### src/buf_pkg.sv
package buf_pkg;

    // frame buffer geometry
    localparam int buf_depth = 512;
    localparam int buf_aw = 9;

    // error and drop counters, saturating
    localparam int cnt_w = 4;

    // apb register map
    localparam int apb_aw = 12;
    localparam logic [apb_aw-1:0] reg_status = 12'h000;
    localparam logic [apb_aw-1:0] reg_length = 12'h004;
    localparam logic [apb_aw-1:0] reg_control = 12'h008;
    localparam logic [apb_aw-1:0] reg_ack_addr = 12'h00c;

    // byte window, one buffer byte per word in bits 7:0
    localparam logic [apb_aw-1:0] win_base = 12'h400;

    // control register write bits
    localparam int ctl_release = 0;
    localparam int ctl_clr_ack = 1;
    localparam int ctl_clr_cnt = 2;

endpackage

### src/frame_pkg.sv
package frame_pkg;

    // one radio byte
    localparam int byte_w = 8;

    // destination that every station takes
    localparam logic [byte_w-1:0] bcast_addr = 8'h2a;

    // frame type codes, carried in the third byte
    // plain data, fcs not checked
    localparam logic [byte_w-1:0] type_plain = 8'h30;
    // data with fcs check
    localparam logic [byte_w-1:0] type_data = 8'h31;
    // data, sender wants an ack back
    localparam logic [byte_w-1:0] type_ack_req = 8'h32;
    // ack from a peer, no payload kept
    localparam logic [byte_w-1:0] type_ack = 8'h33;

    // header byte positions
    localparam int off_dest = 0;
    localparam int off_src = 1;
    localparam int off_type = 2;

    // crc-8, x^8 + x^2 + x + 1, msb first, init zero
    // run over the fcs too, so a clean frame ends at zero
    localparam logic [byte_w-1:0] crc_poly = 8'h07;

endpackage

### src/apb_host_port.sv
`timescale 1ns/10ps

module apb_host_port
    import frame_pkg::*;
    import buf_pkg::*;
(
    input  logic              clk,
    input  logic              rst,
    input  logic              psel,
    input  logic              penable,
    input  logic              pwrite,
    input  logic [apb_aw-1:0] paddr,
    input  logic [31:0]       pwdata,
    input  logic              frame_ready,
    input  logic [buf_aw-1:0] frame_len,
    input  logic [byte_w-1:0] frame_type,
    input  logic              ack_needed,
    input  logic              ack_received,
    input  logic [byte_w-1:0] ack_addr,
    input  logic [cnt_w-1:0]  err_count,
    input  logic [cnt_w-1:0]  drop_count,
    input  logic              rd_valid,
    input  logic [byte_w-1:0] rd_data,
    output logic [31:0]       prdata,
    output logic              pready,
    output logic              pslverr,
    output logic              buf_release,
    output logic              clr_ack_rcv,
    output logic              clr_counts,
    output logic              rd_req,
    output logic [buf_aw-1:0] rd_addr
);

    logic setup, win_hit, reg_hit, rd_pend, ctl_wr;
    logic [apb_aw-1:0] win_off;
    logic [31:0] reg_word;

    assign setup = psel && !penable;

    // window covers 4 bytes of address per buffer byte
    assign win_off = paddr - win_base;
    assign win_hit = (paddr >= win_base) && (win_off[apb_aw-1:2] < buf_depth);
    assign reg_hit = paddr inside {reg_status, reg_length, reg_control, reg_ack_addr};

    always_comb begin
        case (paddr)
            reg_status: reg_word = {16'h0, drop_count, err_count,
                                    5'h0, ack_received, ack_needed, frame_ready};
            reg_length: reg_word = {8'h0, frame_type, 7'h0, frame_len};
            reg_ack_addr: reg_word = {24'h0, ack_addr};
            // control reads back zero, unmapped too
            default: reg_word = '0;
        endcase
    end

    // response registered in setup, so pready is up in the first access cycle
    // window reads wait for the arbiter instead
    always_ff @(posedge clk) begin
        if (rst) begin
            pready <= 1'b0;
            pslverr <= 1'b0;
            prdata <= '0;
            rd_pend <= 1'b0;
        end else begin
            pready <= 1'b0;
            pslverr <= 1'b0;
            if (setup) begin
                if (win_hit && !pwrite) begin
                    rd_pend <= 1'b1;
                end else begin
                    pready <= 1'b1;
                    // window and unmapped writes are refused
                    pslverr <= pwrite && !reg_hit;
                    if (!pwrite) begin
                        prdata <= reg_word;
                    end
                end
            end
            if (rd_pend && rd_valid) begin
                rd_pend <= 1'b0;
                pready <= 1'b1;
                prdata <= {{(32 - byte_w){1'b0}}, rd_data};
            end
        end
    end

    always_ff @(posedge clk) begin
        if (setup && win_hit) begin
            rd_addr <= win_off[buf_aw+1:2];
        end
    end

    // drop the request as the data comes back, no second grant
    assign rd_req = rd_pend && !rd_valid;

    // control pulses on the completing access cycle only
    assign ctl_wr = psel && penable && pwrite && pready && (paddr == reg_control);
    assign buf_release = ctl_wr && pwdata[ctl_release];
    assign clr_ack_rcv = ctl_wr && pwdata[ctl_clr_ack];
    assign clr_counts = ctl_wr && pwdata[ctl_clr_cnt];

endmodule

### src/buf_arbiter.sv
`timescale 1ns/10ps

module buf_arbiter
    import frame_pkg::*;
    import buf_pkg::*;
(
    input  logic              clk,
    input  logic              rst,
    input  logic              wr_req,
    input  logic [buf_aw-1:0] wr_addr,
    input  logic [byte_w-1:0] wr_data,
    input  logic              rd_req,
    input  logic [buf_aw-1:0] rd_addr,
    output logic              rd_valid,
    output logic [byte_w-1:0] rd_data,
    output logic              ram_en,
    output logic              ram_we,
    output logic [buf_aw-1:0] ram_addr,
    output logic [byte_w-1:0] ram_wdata,
    input  logic [byte_w-1:0] ram_rdata
);

    logic rd_grant;

    // writer always wins, receiver has no stall path
    assign rd_grant = rd_req && !wr_req;

    assign ram_en = wr_req || rd_req;
    assign ram_we = wr_req;
    assign ram_addr = wr_req ? wr_addr : rd_addr;
    assign ram_wdata = wr_data;

    // ram read data lands the cycle after the grant
    always_ff @(posedge clk) begin
        if (rst) begin
            rd_valid <= 1'b0;
        end else begin
            rd_valid <= rd_grant;
        end
    end

    assign rd_data = ram_rdata;

endmodule

### src/crc8_check.sv
`timescale 1ns/10ps

module crc8_check
    import frame_pkg::*;
(
    input  logic              clk,
    input  logic              rst,
    input  logic              crc_clr,
    input  logic              crc_en,
    input  logic [byte_w-1:0] data,
    output logic [byte_w-1:0] residue
);

    logic [byte_w-1:0] crc_q;

    // fold one byte into the remainder, msb first
    function automatic logic [byte_w-1:0] crc_step(
        input logic [byte_w-1:0] crc,
        input logic [byte_w-1:0] din
    );
        logic [byte_w-1:0] r;
        r = crc ^ din;
        for (int i = 0; i < byte_w; i++) begin
            if (r[byte_w-1]) begin
                r = (r << 1) ^ crc_poly;
            end else begin
                r = r << 1;
            end
        end
        return r;
    endfunction

    always_ff @(posedge clk) begin
        if (rst || crc_clr) begin
            crc_q <= '0;
        end else if (crc_en) begin
            crc_q <= crc_step(crc_q, data);
        end
    end

    // zero once the fcs byte has gone through
    assign residue = crc_q;

endmodule

### src/frame_ram.sv
`timescale 1ns/10ps

module frame_ram
    import frame_pkg::*;
    import buf_pkg::*;
(
    input  logic              clk,
    input  logic              en,
    input  logic              we,
    input  logic [buf_aw-1:0] addr,
    input  logic [byte_w-1:0] wdata,
    output logic [byte_w-1:0] rdata
);

    logic [byte_w-1:0] mem [buf_depth];

    // single port, registered read
    always_ff @(posedge clk) begin
        if (en) begin
            if (we) begin
                mem[addr] <= wdata;
            end else begin
                rdata <= mem[addr];
            end
        end
    end

endmodule

### src/mac_rx_top.sv
`timescale 1ns/10ps

module mac_rx_top
    import frame_pkg::*;
    import buf_pkg::*;
(
    input  logic              clk,
    input  logic              rst,
    input  logic              rx_valid,
    input  logic [byte_w-1:0] rx_data,
    input  logic              cardet,
    input  logic [byte_w-1:0] station_addr,
    input  logic              ack_sent,
    input  logic              psel,
    input  logic              penable,
    input  logic              pwrite,
    input  logic [apb_aw-1:0] paddr,
    input  logic [31:0]       pwdata,
    output logic [31:0]       prdata,
    output logic              pready,
    output logic              pslverr,
    output logic              ack_needed,
    output logic [byte_w-1:0] ack_addr
);

    // receiver write side
    logic              wr_req;
    logic [buf_aw-1:0] wr_addr;
    logic [byte_w-1:0] wr_data;
    // host read side
    logic              rd_req, rd_valid;
    logic [buf_aw-1:0] rd_addr;
    logic [byte_w-1:0] rd_data;
    // ram port
    logic              ram_en, ram_we;
    logic [buf_aw-1:0] ram_addr;
    logic [byte_w-1:0] ram_wdata, ram_rdata;
    // status and control
    logic              frame_ready, ack_received;
    logic              buf_release, clr_ack_rcv, clr_counts;
    logic [buf_aw-1:0] frame_len;
    logic [byte_w-1:0] frame_type;
    logic [cnt_w-1:0]  err_count, drop_count;

    rx_frame_ctrl ctrl0 (
        .clk, .rst, .rx_valid, .rx_data, .cardet, .station_addr, .ack_sent,
        .buf_release, .clr_ack_rcv, .clr_counts,
        .wr_req, .wr_addr, .wr_data,
        .frame_ready, .frame_len, .frame_type,
        .ack_needed, .ack_received, .ack_addr,
        .err_count, .drop_count
    );

    buf_arbiter arb0 (
        .clk, .rst, .wr_req, .wr_addr, .wr_data,
        .rd_req, .rd_addr, .rd_valid, .rd_data,
        .ram_en, .ram_we, .ram_addr, .ram_wdata, .ram_rdata
    );

    frame_ram ram0 (
        .clk   (clk),
        .en    (ram_en),
        .we    (ram_we),
        .addr  (ram_addr),
        .wdata (ram_wdata),
        .rdata (ram_rdata)
    );

    apb_host_port apb0 (
        .clk, .rst, .psel, .penable, .pwrite, .paddr, .pwdata,
        .frame_ready, .frame_len, .frame_type,
        .ack_needed, .ack_received, .ack_addr,
        .err_count, .drop_count, .rd_valid, .rd_data,
        .prdata, .pready, .pslverr,
        .buf_release, .clr_ack_rcv, .clr_counts,
        .rd_req, .rd_addr
    );

endmodule

### src/rx_frame_ctrl.sv
`timescale 1ns/10ps

module rx_frame_ctrl
    import frame_pkg::*;
    import buf_pkg::*;
(
    input  logic              clk,
    input  logic              rst,
    input  logic              rx_valid,
    input  logic [byte_w-1:0] rx_data,
    input  logic              cardet,
    input  logic [byte_w-1:0] station_addr,
    input  logic              ack_sent,
    input  logic              buf_release,
    input  logic              clr_ack_rcv,
    input  logic              clr_counts,
    output logic              wr_req,
    output logic [buf_aw-1:0] wr_addr,
    output logic [byte_w-1:0] wr_data,
    output logic              frame_ready,
    output logic [buf_aw-1:0] frame_len,
    output logic [byte_w-1:0] frame_type,
    output logic              ack_needed,
    output logic              ack_received,
    output logic [byte_w-1:0] ack_addr,
    output logic [cnt_w-1:0]  err_count,
    output logic [cnt_w-1:0]  drop_count
);

    typedef enum logic [1:0] {st_idle, st_filter, st_store, st_decide} state_t;
    state_t state;

    logic [buf_aw-1:0] wr_cnt;
    logic [byte_w-1:0] dest_q, src_q, type_q;
    logic [byte_w-1:0] residue;
    logic addr_hit, hit, keep, crc_ok;
    logic set_ready, set_ack_need, set_ack_rcv, inc_err, inc_drop;

    // first byte is ours or broadcast
    assign addr_hit = (rx_data == station_addr) || (rx_data == bcast_addr);

    // filter writes byte 0 only when the buffer is free
    // store stops one short of wrapping so the length fits buf_aw bits
    always_comb begin
        if (state == st_filter) begin
            wr_req = rx_valid && addr_hit && !frame_ready;
        end else begin
            wr_req = (state == st_store) && rx_valid && keep && (wr_cnt != '1);
        end
    end
    assign wr_addr = wr_cnt;
    assign wr_data = rx_data;

    crc8_check crc0 (
        .clk     (clk),
        .rst     (rst),
        .crc_clr (state == st_idle),
        .crc_en  (wr_req),
        .data    (rx_data),
        .residue (residue)
    );

    assign crc_ok = (residue == '0);

    // end-of-frame decision, one cycle in st_decide
    always_comb begin
        set_ready = 1'b0;
        set_ack_need = 1'b0;
        set_ack_rcv = 1'b0;
        inc_err = 1'b0;
        inc_drop = 1'b0;
        if (state == st_decide) begin
            if (hit && !keep) begin
                // addressed to us but buffer was busy
                inc_drop = 1'b1;
            end else if (keep) begin
                case (type_q)
                    type_plain: set_ready = 1'b1;
                    type_data: begin
                        set_ready = crc_ok;
                        inc_err = !crc_ok;
                    end
                    type_ack_req: begin
                        set_ready = crc_ok;
                        // no ack owed for broadcast
                        set_ack_need = crc_ok && (dest_q != bcast_addr);
                        inc_err = !crc_ok;
                    end
                    type_ack: begin
                        set_ack_rcv = crc_ok;
                        inc_err = !crc_ok;
                    end
                    // unknown types dropped without a trace
                    default: ;
                endcase
            end
        end
    end

    always_ff @(posedge clk) begin
        if (rst) begin
            state <= st_idle;
            wr_cnt <= '0;
            hit <= 1'b0;
            keep <= 1'b0;
        end else begin
            case (state)
                st_idle: begin
                    wr_cnt <= '0;
                    if (cardet) begin
                        state <= st_filter;
                    end
                end
                st_filter: begin
                    if (!cardet) begin
                        state <= st_idle;
                    end else if (rx_valid) begin
                        // foreign frames ride through store unwritten
                        hit <= addr_hit;
                        keep <= wr_req;
                        state <= st_store;
                    end
                end
                st_store: begin
                    if (!cardet) begin
                        state <= st_decide;
                    end
                end
                default: state <= st_idle;
            endcase
            if (wr_req) begin
                wr_cnt <= wr_cnt + 1'b1;
            end
        end
    end

    // header capture
    always_ff @(posedge clk) begin
        if (state == st_filter) begin
            // short frames keep an unknown type
            type_q <= '0;
        end
        if (wr_req && wr_cnt == buf_aw'(off_dest)) begin
            dest_q <= rx_data;
        end
        if (wr_req && wr_cnt == buf_aw'(off_src)) begin
            src_q <= rx_data;
        end
        if (wr_req && wr_cnt == buf_aw'(off_type)) begin
            type_q <= rx_data;
        end
    end

    // host-visible frame info, held while ready
    always_ff @(posedge clk) begin
        if (set_ready) begin
            frame_len <= wr_cnt;
            frame_type <= type_q;
        end
        if (set_ack_need) begin
            ack_addr <= src_q;
        end
    end

    always_ff @(posedge clk) begin
        if (rst) begin
            frame_ready <= 1'b0;
            ack_needed <= 1'b0;
            ack_received <= 1'b0;
            err_count <= '0;
            drop_count <= '0;
        end else begin
            if (set_ready) begin
                frame_ready <= 1'b1;
            end else if (buf_release) begin
                frame_ready <= 1'b0;
            end
            if (set_ack_need) begin
                ack_needed <= 1'b1;
            end else if (ack_sent) begin
                ack_needed <= 1'b0;
            end
            if (set_ack_rcv) begin
                ack_received <= 1'b1;
            end else if (clr_ack_rcv) begin
                ack_received <= 1'b0;
            end
            // counters stick at all ones
            if (clr_counts) begin
                err_count <= '0;
                drop_count <= '0;
            end else begin
                if (inc_err && err_count != '1) begin
                    err_count <= err_count + 1'b1;
                end
                if (inc_drop && drop_count != '1) begin
                    drop_count <= drop_count + 1'b1;
                end
            end
        end
    end

endmodule

### config.mk
export PLATFORM = sky130hd
export DESIGN_NAME = mac_rx_top
export DESIGN_NICKNAME = d
export VERILOG_FILES = /design/src/buf_pkg.sv /design/src/frame_pkg.sv /design/src/apb_host_port.sv /design/src/buf_arbiter.sv /design/src/crc8_check.sv /design/src/frame_ram.sv /design/src/mac_rx_top.sv /design/src/rx_frame_ctrl.sv
export SDC_FILE = /design/constraint.sdc
export NUM_CORES = 2
export LEC_CHECK = 0
export BUFFER_PORTS_ARGS = -buffer_cell sky130_fd_sc_hd__buf_2
export CORE_MARGIN = 2
export CORE_UTILIZATION = 30
export DETAILED_ROUTE_END_ITERATION = 8
export PLACE_DENSITY_LB_ADDON = 0.15
export SLEW_MARGIN = 20
export SYNTH_ARGS = -nofsm -noshare
export SYNTH_HDL_FRONTEND = slang
export SYNTH_SLANG_ARGS = --single-unit
### constraint.sdc
create_clock -name clk -period 5.93 [get_ports clk]
set_input_delay 1.186 -clock clk [delete_from_list [all_inputs] [get_ports clk]]
set_output_delay 1.186 -clock clk [all_outputs]
set_load 0.02 [all_outputs]
# [After elaboration in Yosys (flattened, before gate mapping)]
# Memory sizes are Yosys's and may differ from the RTL's. A register that Yosys moved wholly into a read port is not among the register bits.
# Cells that the tools add are included.
[op_classes] addsub=4 magnitude_cmp=2 n_eq_ne=23 mux=68 bitwise=13 n_reduce_logical=60
[ops] op="$mux W8" n=20
[ops] op="$pmux W24 S3" n=1
[ops] op="$eq A8 B6 Y1 const B" n=5
[ops] op="$mux W1" n=30
[ops] op="$logic_and A1 B1 Y1" n=27
[ops] op="$mux W9" n=3
[ops] op="$eq A12 B4 Y1 const B" n=2
[ops] op="$mux W3" n=8
[ops] op="$not A3 Y3" n=8
[ops] op="$eq A12 B3 Y1 const B" n=1
[ops] op="$ge A12 B11 Y1 const B" n=1
[ops] op="$logic_not A12 Y1" n=1
[ops] op="$reduce_and A3 Y1" n=4
[ops] op="$reduce_bool A2 Y1" n=6
[ops] op="$sub A12 B11 Y12 const B" n=1
[ops] op="$lt A10 B10 Y1 const B" n=1
[ops] op="$add A9 B1 Y9 const B" n=1
[ops] op="$eq A9 B1 Y1 const B" n=1
[ops] op="$eq A9 B2 Y1 const B" n=1
[ops] op="$logic_not A9 Y1" n=1
[ops] op="$ne A9 B9 Y1 const B" n=1
[ops] op="$add A4 B1 Y4 const B" n=2
[ops] op="$eq A8 B8 Y1" n=1
[ops] op="$logic_not A1 Y1" n=8
[ops] op="19 further kinds" n=35
[word_totals] ff_bits=118 mem_bits_rw=4096 word_cells=194 mem_count=1
[mem_list] name="ram0.mem" depth=512 width=8 rd=1 rd_ports_with_merged_regs=1 write_ports=1 line="frame_ram.sv:15" source="logic [byte_w-1:0] mem [buf_depth];"

# [Depth between registers and ports, before layout]
[depth] ltp_word=33 depth_mapped=21 depth_no_buf=15

# [Modules after synthesis]
# A second synthesis with hierarchy kept.
[unflattened] hier_cells=8014 hier_area_um2=164682.9
[by_module_without_submodules] mod="frame_ram" n_inst=1 cells_per_inst=7539 area_per_inst_um2=159231.5
[by_module_without_submodules] mod="rx_frame_ctrl" n_inst=1 cells_per_inst=236 area_per_inst_um2=3012.9
[by_module_without_submodules] mod="apb_host_port" n_inst=1 cells_per_inst=154 area_per_inst_um2=1544.0
[by_module_without_submodules] mod="crc8_check" n_inst=1 cells_per_inst=55 area_per_inst_um2=590.6
[by_module_without_submodules] mod="buf_arbiter" n_inst=1 cells_per_inst=30 area_per_inst_um2=304.0

# [Worst setup path before layout]
# No wires, ideal clock.
[synth_timing] path_type="input-to-reg" startpoint="input port rx_valid" endpoint="memory ram0.mem[131][0], enable pin" setup_time_ns=0.370 t_arrival_ns=4.120 t_required_ns=5.560 path_slack_ns=1.439 path_stages=12 path_buffers=6 path_cell_list="nand2_1 -> or3_1 -> buf_2 -> or2_2 -> nand4_1 -> clkbuf_1 -> clkbuf_1 -> clkbuf_1 -> buf_1 -> nand3_1 -> clkbuf_1 -> nor2_1"
[synth_between] elab_chain_cells=7 word_cells_on_any_way=11
[synth_lines] element="from (decl)" line="mac_rx_top.sv:9" source="input logic rx_valid,"
[synth_lines] element="$logic_and A1 B1 Y1 (3 in a row)" line="rx_frame_ctrl.sv:48" source="wr_req = (state == st_store) && rx_valid && keep && (wr_cnt != '1);"
[synth_lines] element="$mux W1 (*)" line="rx_frame_ctrl.sv:45" source="if (state == st_filter) begin"
[synth_lines] element="$mux W1 or $logic_or A1 B1 Y1 (tied branches)" line="frame_ram.sv:20, buf_arbiter.sv:28"
[synth_lines] element="$mux W1" line="frame_ram.sv:19" source="if (en) begin"
[synth_lines] element="$mux W1 (not written as such)" line="frame_ram.sv:21" source="mem[addr] <= wdata;"
[synth_lines] element="to (decl)" line="frame_ram.sv:15"
# Every way passes the cells marked *; elsewhere a longest branch is shown, timed or not.

# [Worst setup path after layout]
[layout_timing] startpoint="register ctrl0.wr_cnt[0], in the netlist ctrl0.wr_addr[0]" endpoint="register ram0.rdata[7], read port of ram0.mem, data pin"
[layout_between] elab_chain_cells=5 word_cells_on_any_way=7
[layout_lines] element="from (decl)" line="rx_frame_ctrl.sv:33" source="logic [buf_aw-1:0] wr_cnt;"
[layout_lines] element="from (signal assigned)" line="rx_frame_ctrl.sv:132" source="wr_cnt <= wr_cnt + 1'b1;"
[layout_lines] element="$ne A9 B9 Y1" line="rx_frame_ctrl.sv:48"
[layout_lines] element="$logic_and A1 B1 Y1" line="rx_frame_ctrl.sv:48"
[layout_lines] element="$mux W1" line="rx_frame_ctrl.sv:45"
[layout_lines] element="$logic_or A1 B1 Y1 or $not A1 Y1 (tied branches)"
[layout_lines] element="$reduce_and A2 Y1 (no line)"
[layout_lines] element="to (decl)" line="frame_ram.sv:12" source="output logic [byte_w-1:0] rdata"
# Parallel ways exist; a longest one is shown, timed or not.
# A chain may end at the register's enable or synchronous reset.

==> run metrics <==
critical path arrival=6.40 ns; WS Path Type=reg -> reg; post-route clock period utilization=94.5%; Core Rows=272; synth top area cells=edfxtp_1, nand2_1, a21oi_1, nand3_1, a22oi_1; I/O Pins=111; slowest cell on the critical path=or4_4; Worst Hold Launch=paddr[8]; pre-CTS WS=-0.0181 ns; die area=558000 um2; clk sinks=4222; Initial Util=30.1%; ys flop type=edfxtp_1; drt wl/cell=26.8 um; TNS Setup=0 ns; required time of the worst setup path=6.73 ns; Post-Layout Cell Count=20200; Longest Clk Path Bufs=4; Core ar.=549000 um2; Multi-input gate area=36000 um2; Hold Fails Final Rpt=0; number of setup buffers added after CTS=0; depth of the most critical reg-to-reg path=19; Top Family by Delay on Critical Path=simple AND/OR/NAND/NOR gates; skew final=0.104 ns; Post-DRT Antenna Nets=0; clock slew at reported path FFs=0.06 ns; R2R Setup Slk=0.33 ns; Buf+Inv Stages, Crit Path=4; crit path capture type=register; PortBufs=73; register area=126000 um2; Hold Path End=apb0.rd_addr[6]; status=complete, no violations; Critical Path Fanout Max=34; 1st-pass router iterations=6; hpwl dp=330000 um; Clock power frac=43.1%; largest stage delay on the critical path=0.75 ns; setup ws final=0.327 ns; net switching power=15.0 mW; Via density=5.17; Startpoint Class=register; proportion of netlist area held by the largest area contributor=75.5%; Placed Cells=19400; Switching Share=23.2%; via count=105000; Synth Area per Inst=13.5 um2; synthesized area=166000 um2; Max-slew headroom=21.7%; Post-route DRC=0; root buf cell=clkbuf_16; GPL Wtd Cong=0.814; worst hold path class=in -> reg; VDD IR-drop max=0.277 mV; Die H=747 um; area grow syn2layout=16.8%; Worst Tran Pin Value=1.17 ns; CTS tree=yes; Gate Count Post-Synth=12200; Setup-failing EPs final=0; max_cap viols=0; Synth Register Bits=4222; worst skew pair latency=1.06 ns; EDFF count, synth=4162; Final Util=35.2%; RSZ-0062 raised after global routing=no; Starting DRT DRC Count=10600; # H-tree levels=5; Fillers=52900; hold path cells=1; Period minus WS final=5.60 ns; hold_buf cts=0; Seq pwr share=50.6%; overall routing resource usage=18.8%; pin count of the biggest net entering global routing=147; combinational share of power=6.3%; CP Cell Sequence=ha_1 -> nand3_1 -> nor2_1 -> and3_1 -> ha_1 -> or3_1 -> a32o_1 -> or4_4 -> buf_12 -> buf_4 -> a21oi_1 -> a21boi_0 -> o32ai_1 -> a31oi_1 -> buf_4 -> o22ai_1 -> nor4_1 -> buf_4 -> nand4_1; Syn. warnings=0; initial antenna violation count=35; cell accounting for the most synthesized area=edfxtp_1; Worst R2R End=ram0.rdata[7]; Seq/Total Area, Yosys=76.2%; total gr overflow=0; first-pass GRT wire length=767000 um; die width=747 um; Static Leak=63.2 nW; Max Slew Vio Count=0; share of cells above drive strength 1=11.4%; post-CTS resize count=0; fmax=178 MHz; overall power=64.9 mW; total CTS buffers=455; DRT Wirelength=543000 um; r2r startpoint=ctrl0.wr_addr[0]; vias in the first global route=101000; P_int=49.8 mW; Synth cell types=56; Post-synth ARST share=0%; pwr dens=335 nW/um2; crit-path most repeated cell=buf_4; Layout Nets=12700
logic make-up (layout without fill, tap and decap cells):
logic type | Yosys count | in the layout | synth area share (%)
muxes | 31 | 31 | 0.198
buffers and inverters | 896 | 1630 | 2.29
other | 1 | 15 | 0.00227
AOI/OAI and AO/OA | 2480 | 2480 | 9.50
and+or+nand+nor | 4557 | 4557 | 11.5
DFF | 4222 | 4222 | 76.2
adders and majority gates | 8 | 8 | 0.0605
xor gates and xnor gates | 41 | 41 | 0.217
worst register-to-register path: cells and delay by family, from the launching register on:
| family | cells | cell delay [ns] |
|---|---|---|
| simple gates | 7 | 2.19 |
| compound gates | 6 | 1.39 |
| buf+inv | 4 | 1.03 |
| fa+ha+maj | 2 | 0.41 |
| flops | 1 | 0.32 |
flip-flops by register name, summed over array words and instances, names as in the netlist, 9 cells and up:
signal / flops
ctrl0.wr_addr: 9
ctrl0.frame_len: 9
ram0.mem: 4096
apb0.rd_addr: 9
apb0.prdata: 24
cells in the mapped netlist (7+ instances only):
cell type and instances:
ha_1 8, edfxtp_1 4162, clkbuf_1 543, a21boi_1 20
mux2_2 14, nand3_1 771, mux2i_1 17, a211o_1 160
nand2_1 2854, buf_2 193, a211oi_1 22, xor2_1 13
nor4_2 7, nand4_1 216, or4_1 17, nand2b_1 11
o32ai_1 32, and2_1 19, dfxtp_1 60, a41oi_1 64
buf_6 20, a32oi_1 114, a21boi_0 189, a31oi_1 315
a21oi_2 9, o22ai_1 16, o21ai_0 9, a21oi_1 1188
nor4_1 32, nor2_1 584, xnor2_1 28, inv_1 12
buf_4 10, a22o_1 32, a22oi_1 300, buf_1 118
layout by cell type (no fill, tap or decap), drive strengths merged, types with 5 or more instances in the layout:
cell type / n
edfxtp: 4162
nand2: 2854
a21oi: 1197
buf: 786
nand3: 771
nor2: 584
clkbuf: 567
a31oi: 315
a22oi: 300
nand4: 216
a21boi: 209
clkinv: 207
a211o: 160
a32oi: 114
a41oi: 64
dfxtp: 60
bufinv: 40
nor4: 39
a22o: 32
o32ai: 32
inv: 29
xnor2: 28
a211oi: 22
and2: 19
or4: 17
mux2i: 17
o22ai: 16
mux2: 14
xor2: 13
nand2b: 12
o21ai: 12
ha: 8
conb: 8
diode: 7
nor3: 6
or3: 5
or2: 5
power groups by stage:
| stage | clock (mW) | sequential (mW) | combinational, mW |
|---|---|---|---|
| after floorplan | 0 | 33.4 | 1.97 |
| after global routing | 29.6 | 32.8 | 4.41 |
| final | 28.0 | 32.8 | 4.09 |
| after detailed placement | 0 | 33.4 | 4.13 |
| after CTS | 28.5 | 32.8 | 4.14 |
| after global placement | 0 | 33.4 | 4.10 |
routing by layer:
metal | up-vias | track usage, % | part of all wire [%]
met4 | 2 | 4.17 | 2.3
li1 | 46500 | - | -
met5 | - | 0 | 0.0020
met1 | 54100 | 26.9 | 45
met3 | 608 | 2.54 | 5.9
met2 | 3343 | 30.2 | 46
worst max path at each step:
| stage | startpoint | end | slack (ns) | cells after the start |
|---|---|---|---|---|
| after floorplan | rx_valid | ram0.mem[131][0] | 1.44 | 12 |
| after global placement | rx_data[0] | ram0.rdata[7] | -0.09 | 16 |
| after detailed placement | rx_data[0] | ram0.rdata[7] | -0.02 | 16 |
| after CTS | ctrl0.wr_addr[0] | ram0.rdata[7] | 0.28 | 19 |
| after global routing | ctrl0.wr_addr[0] | ram0.rdata[0] | 0.15 | 19 |
| final | ctrl0.wr_addr[0] | ram0.rdata[7] | 0.33 | 19 |
cell type report:
cell class	instances	area share, %
diodes	7	0.00906
clock buffers	567	6.16
clock inverters	265	1.34
inverters	12	0.0233
multi-input cells	7125	18.6
flip-flops and latches	4222	65.3
well taps	7261	4.70
repair buffers	786	3.90
metrics by stage:
| step | hold WS [ns] | instance area [um2] |
|---|---|---|
| floorplan | 0.400 | 166000 |
| global placement | 0.404 | 179000 |
| detailed placement | 0.405 | 179000 |
| CTS | 0.253 | 193000 |
| global route | 0.290 | 193000 |
| finish | 0.343 | 193000 |
(Power assumes the default switching activity.)
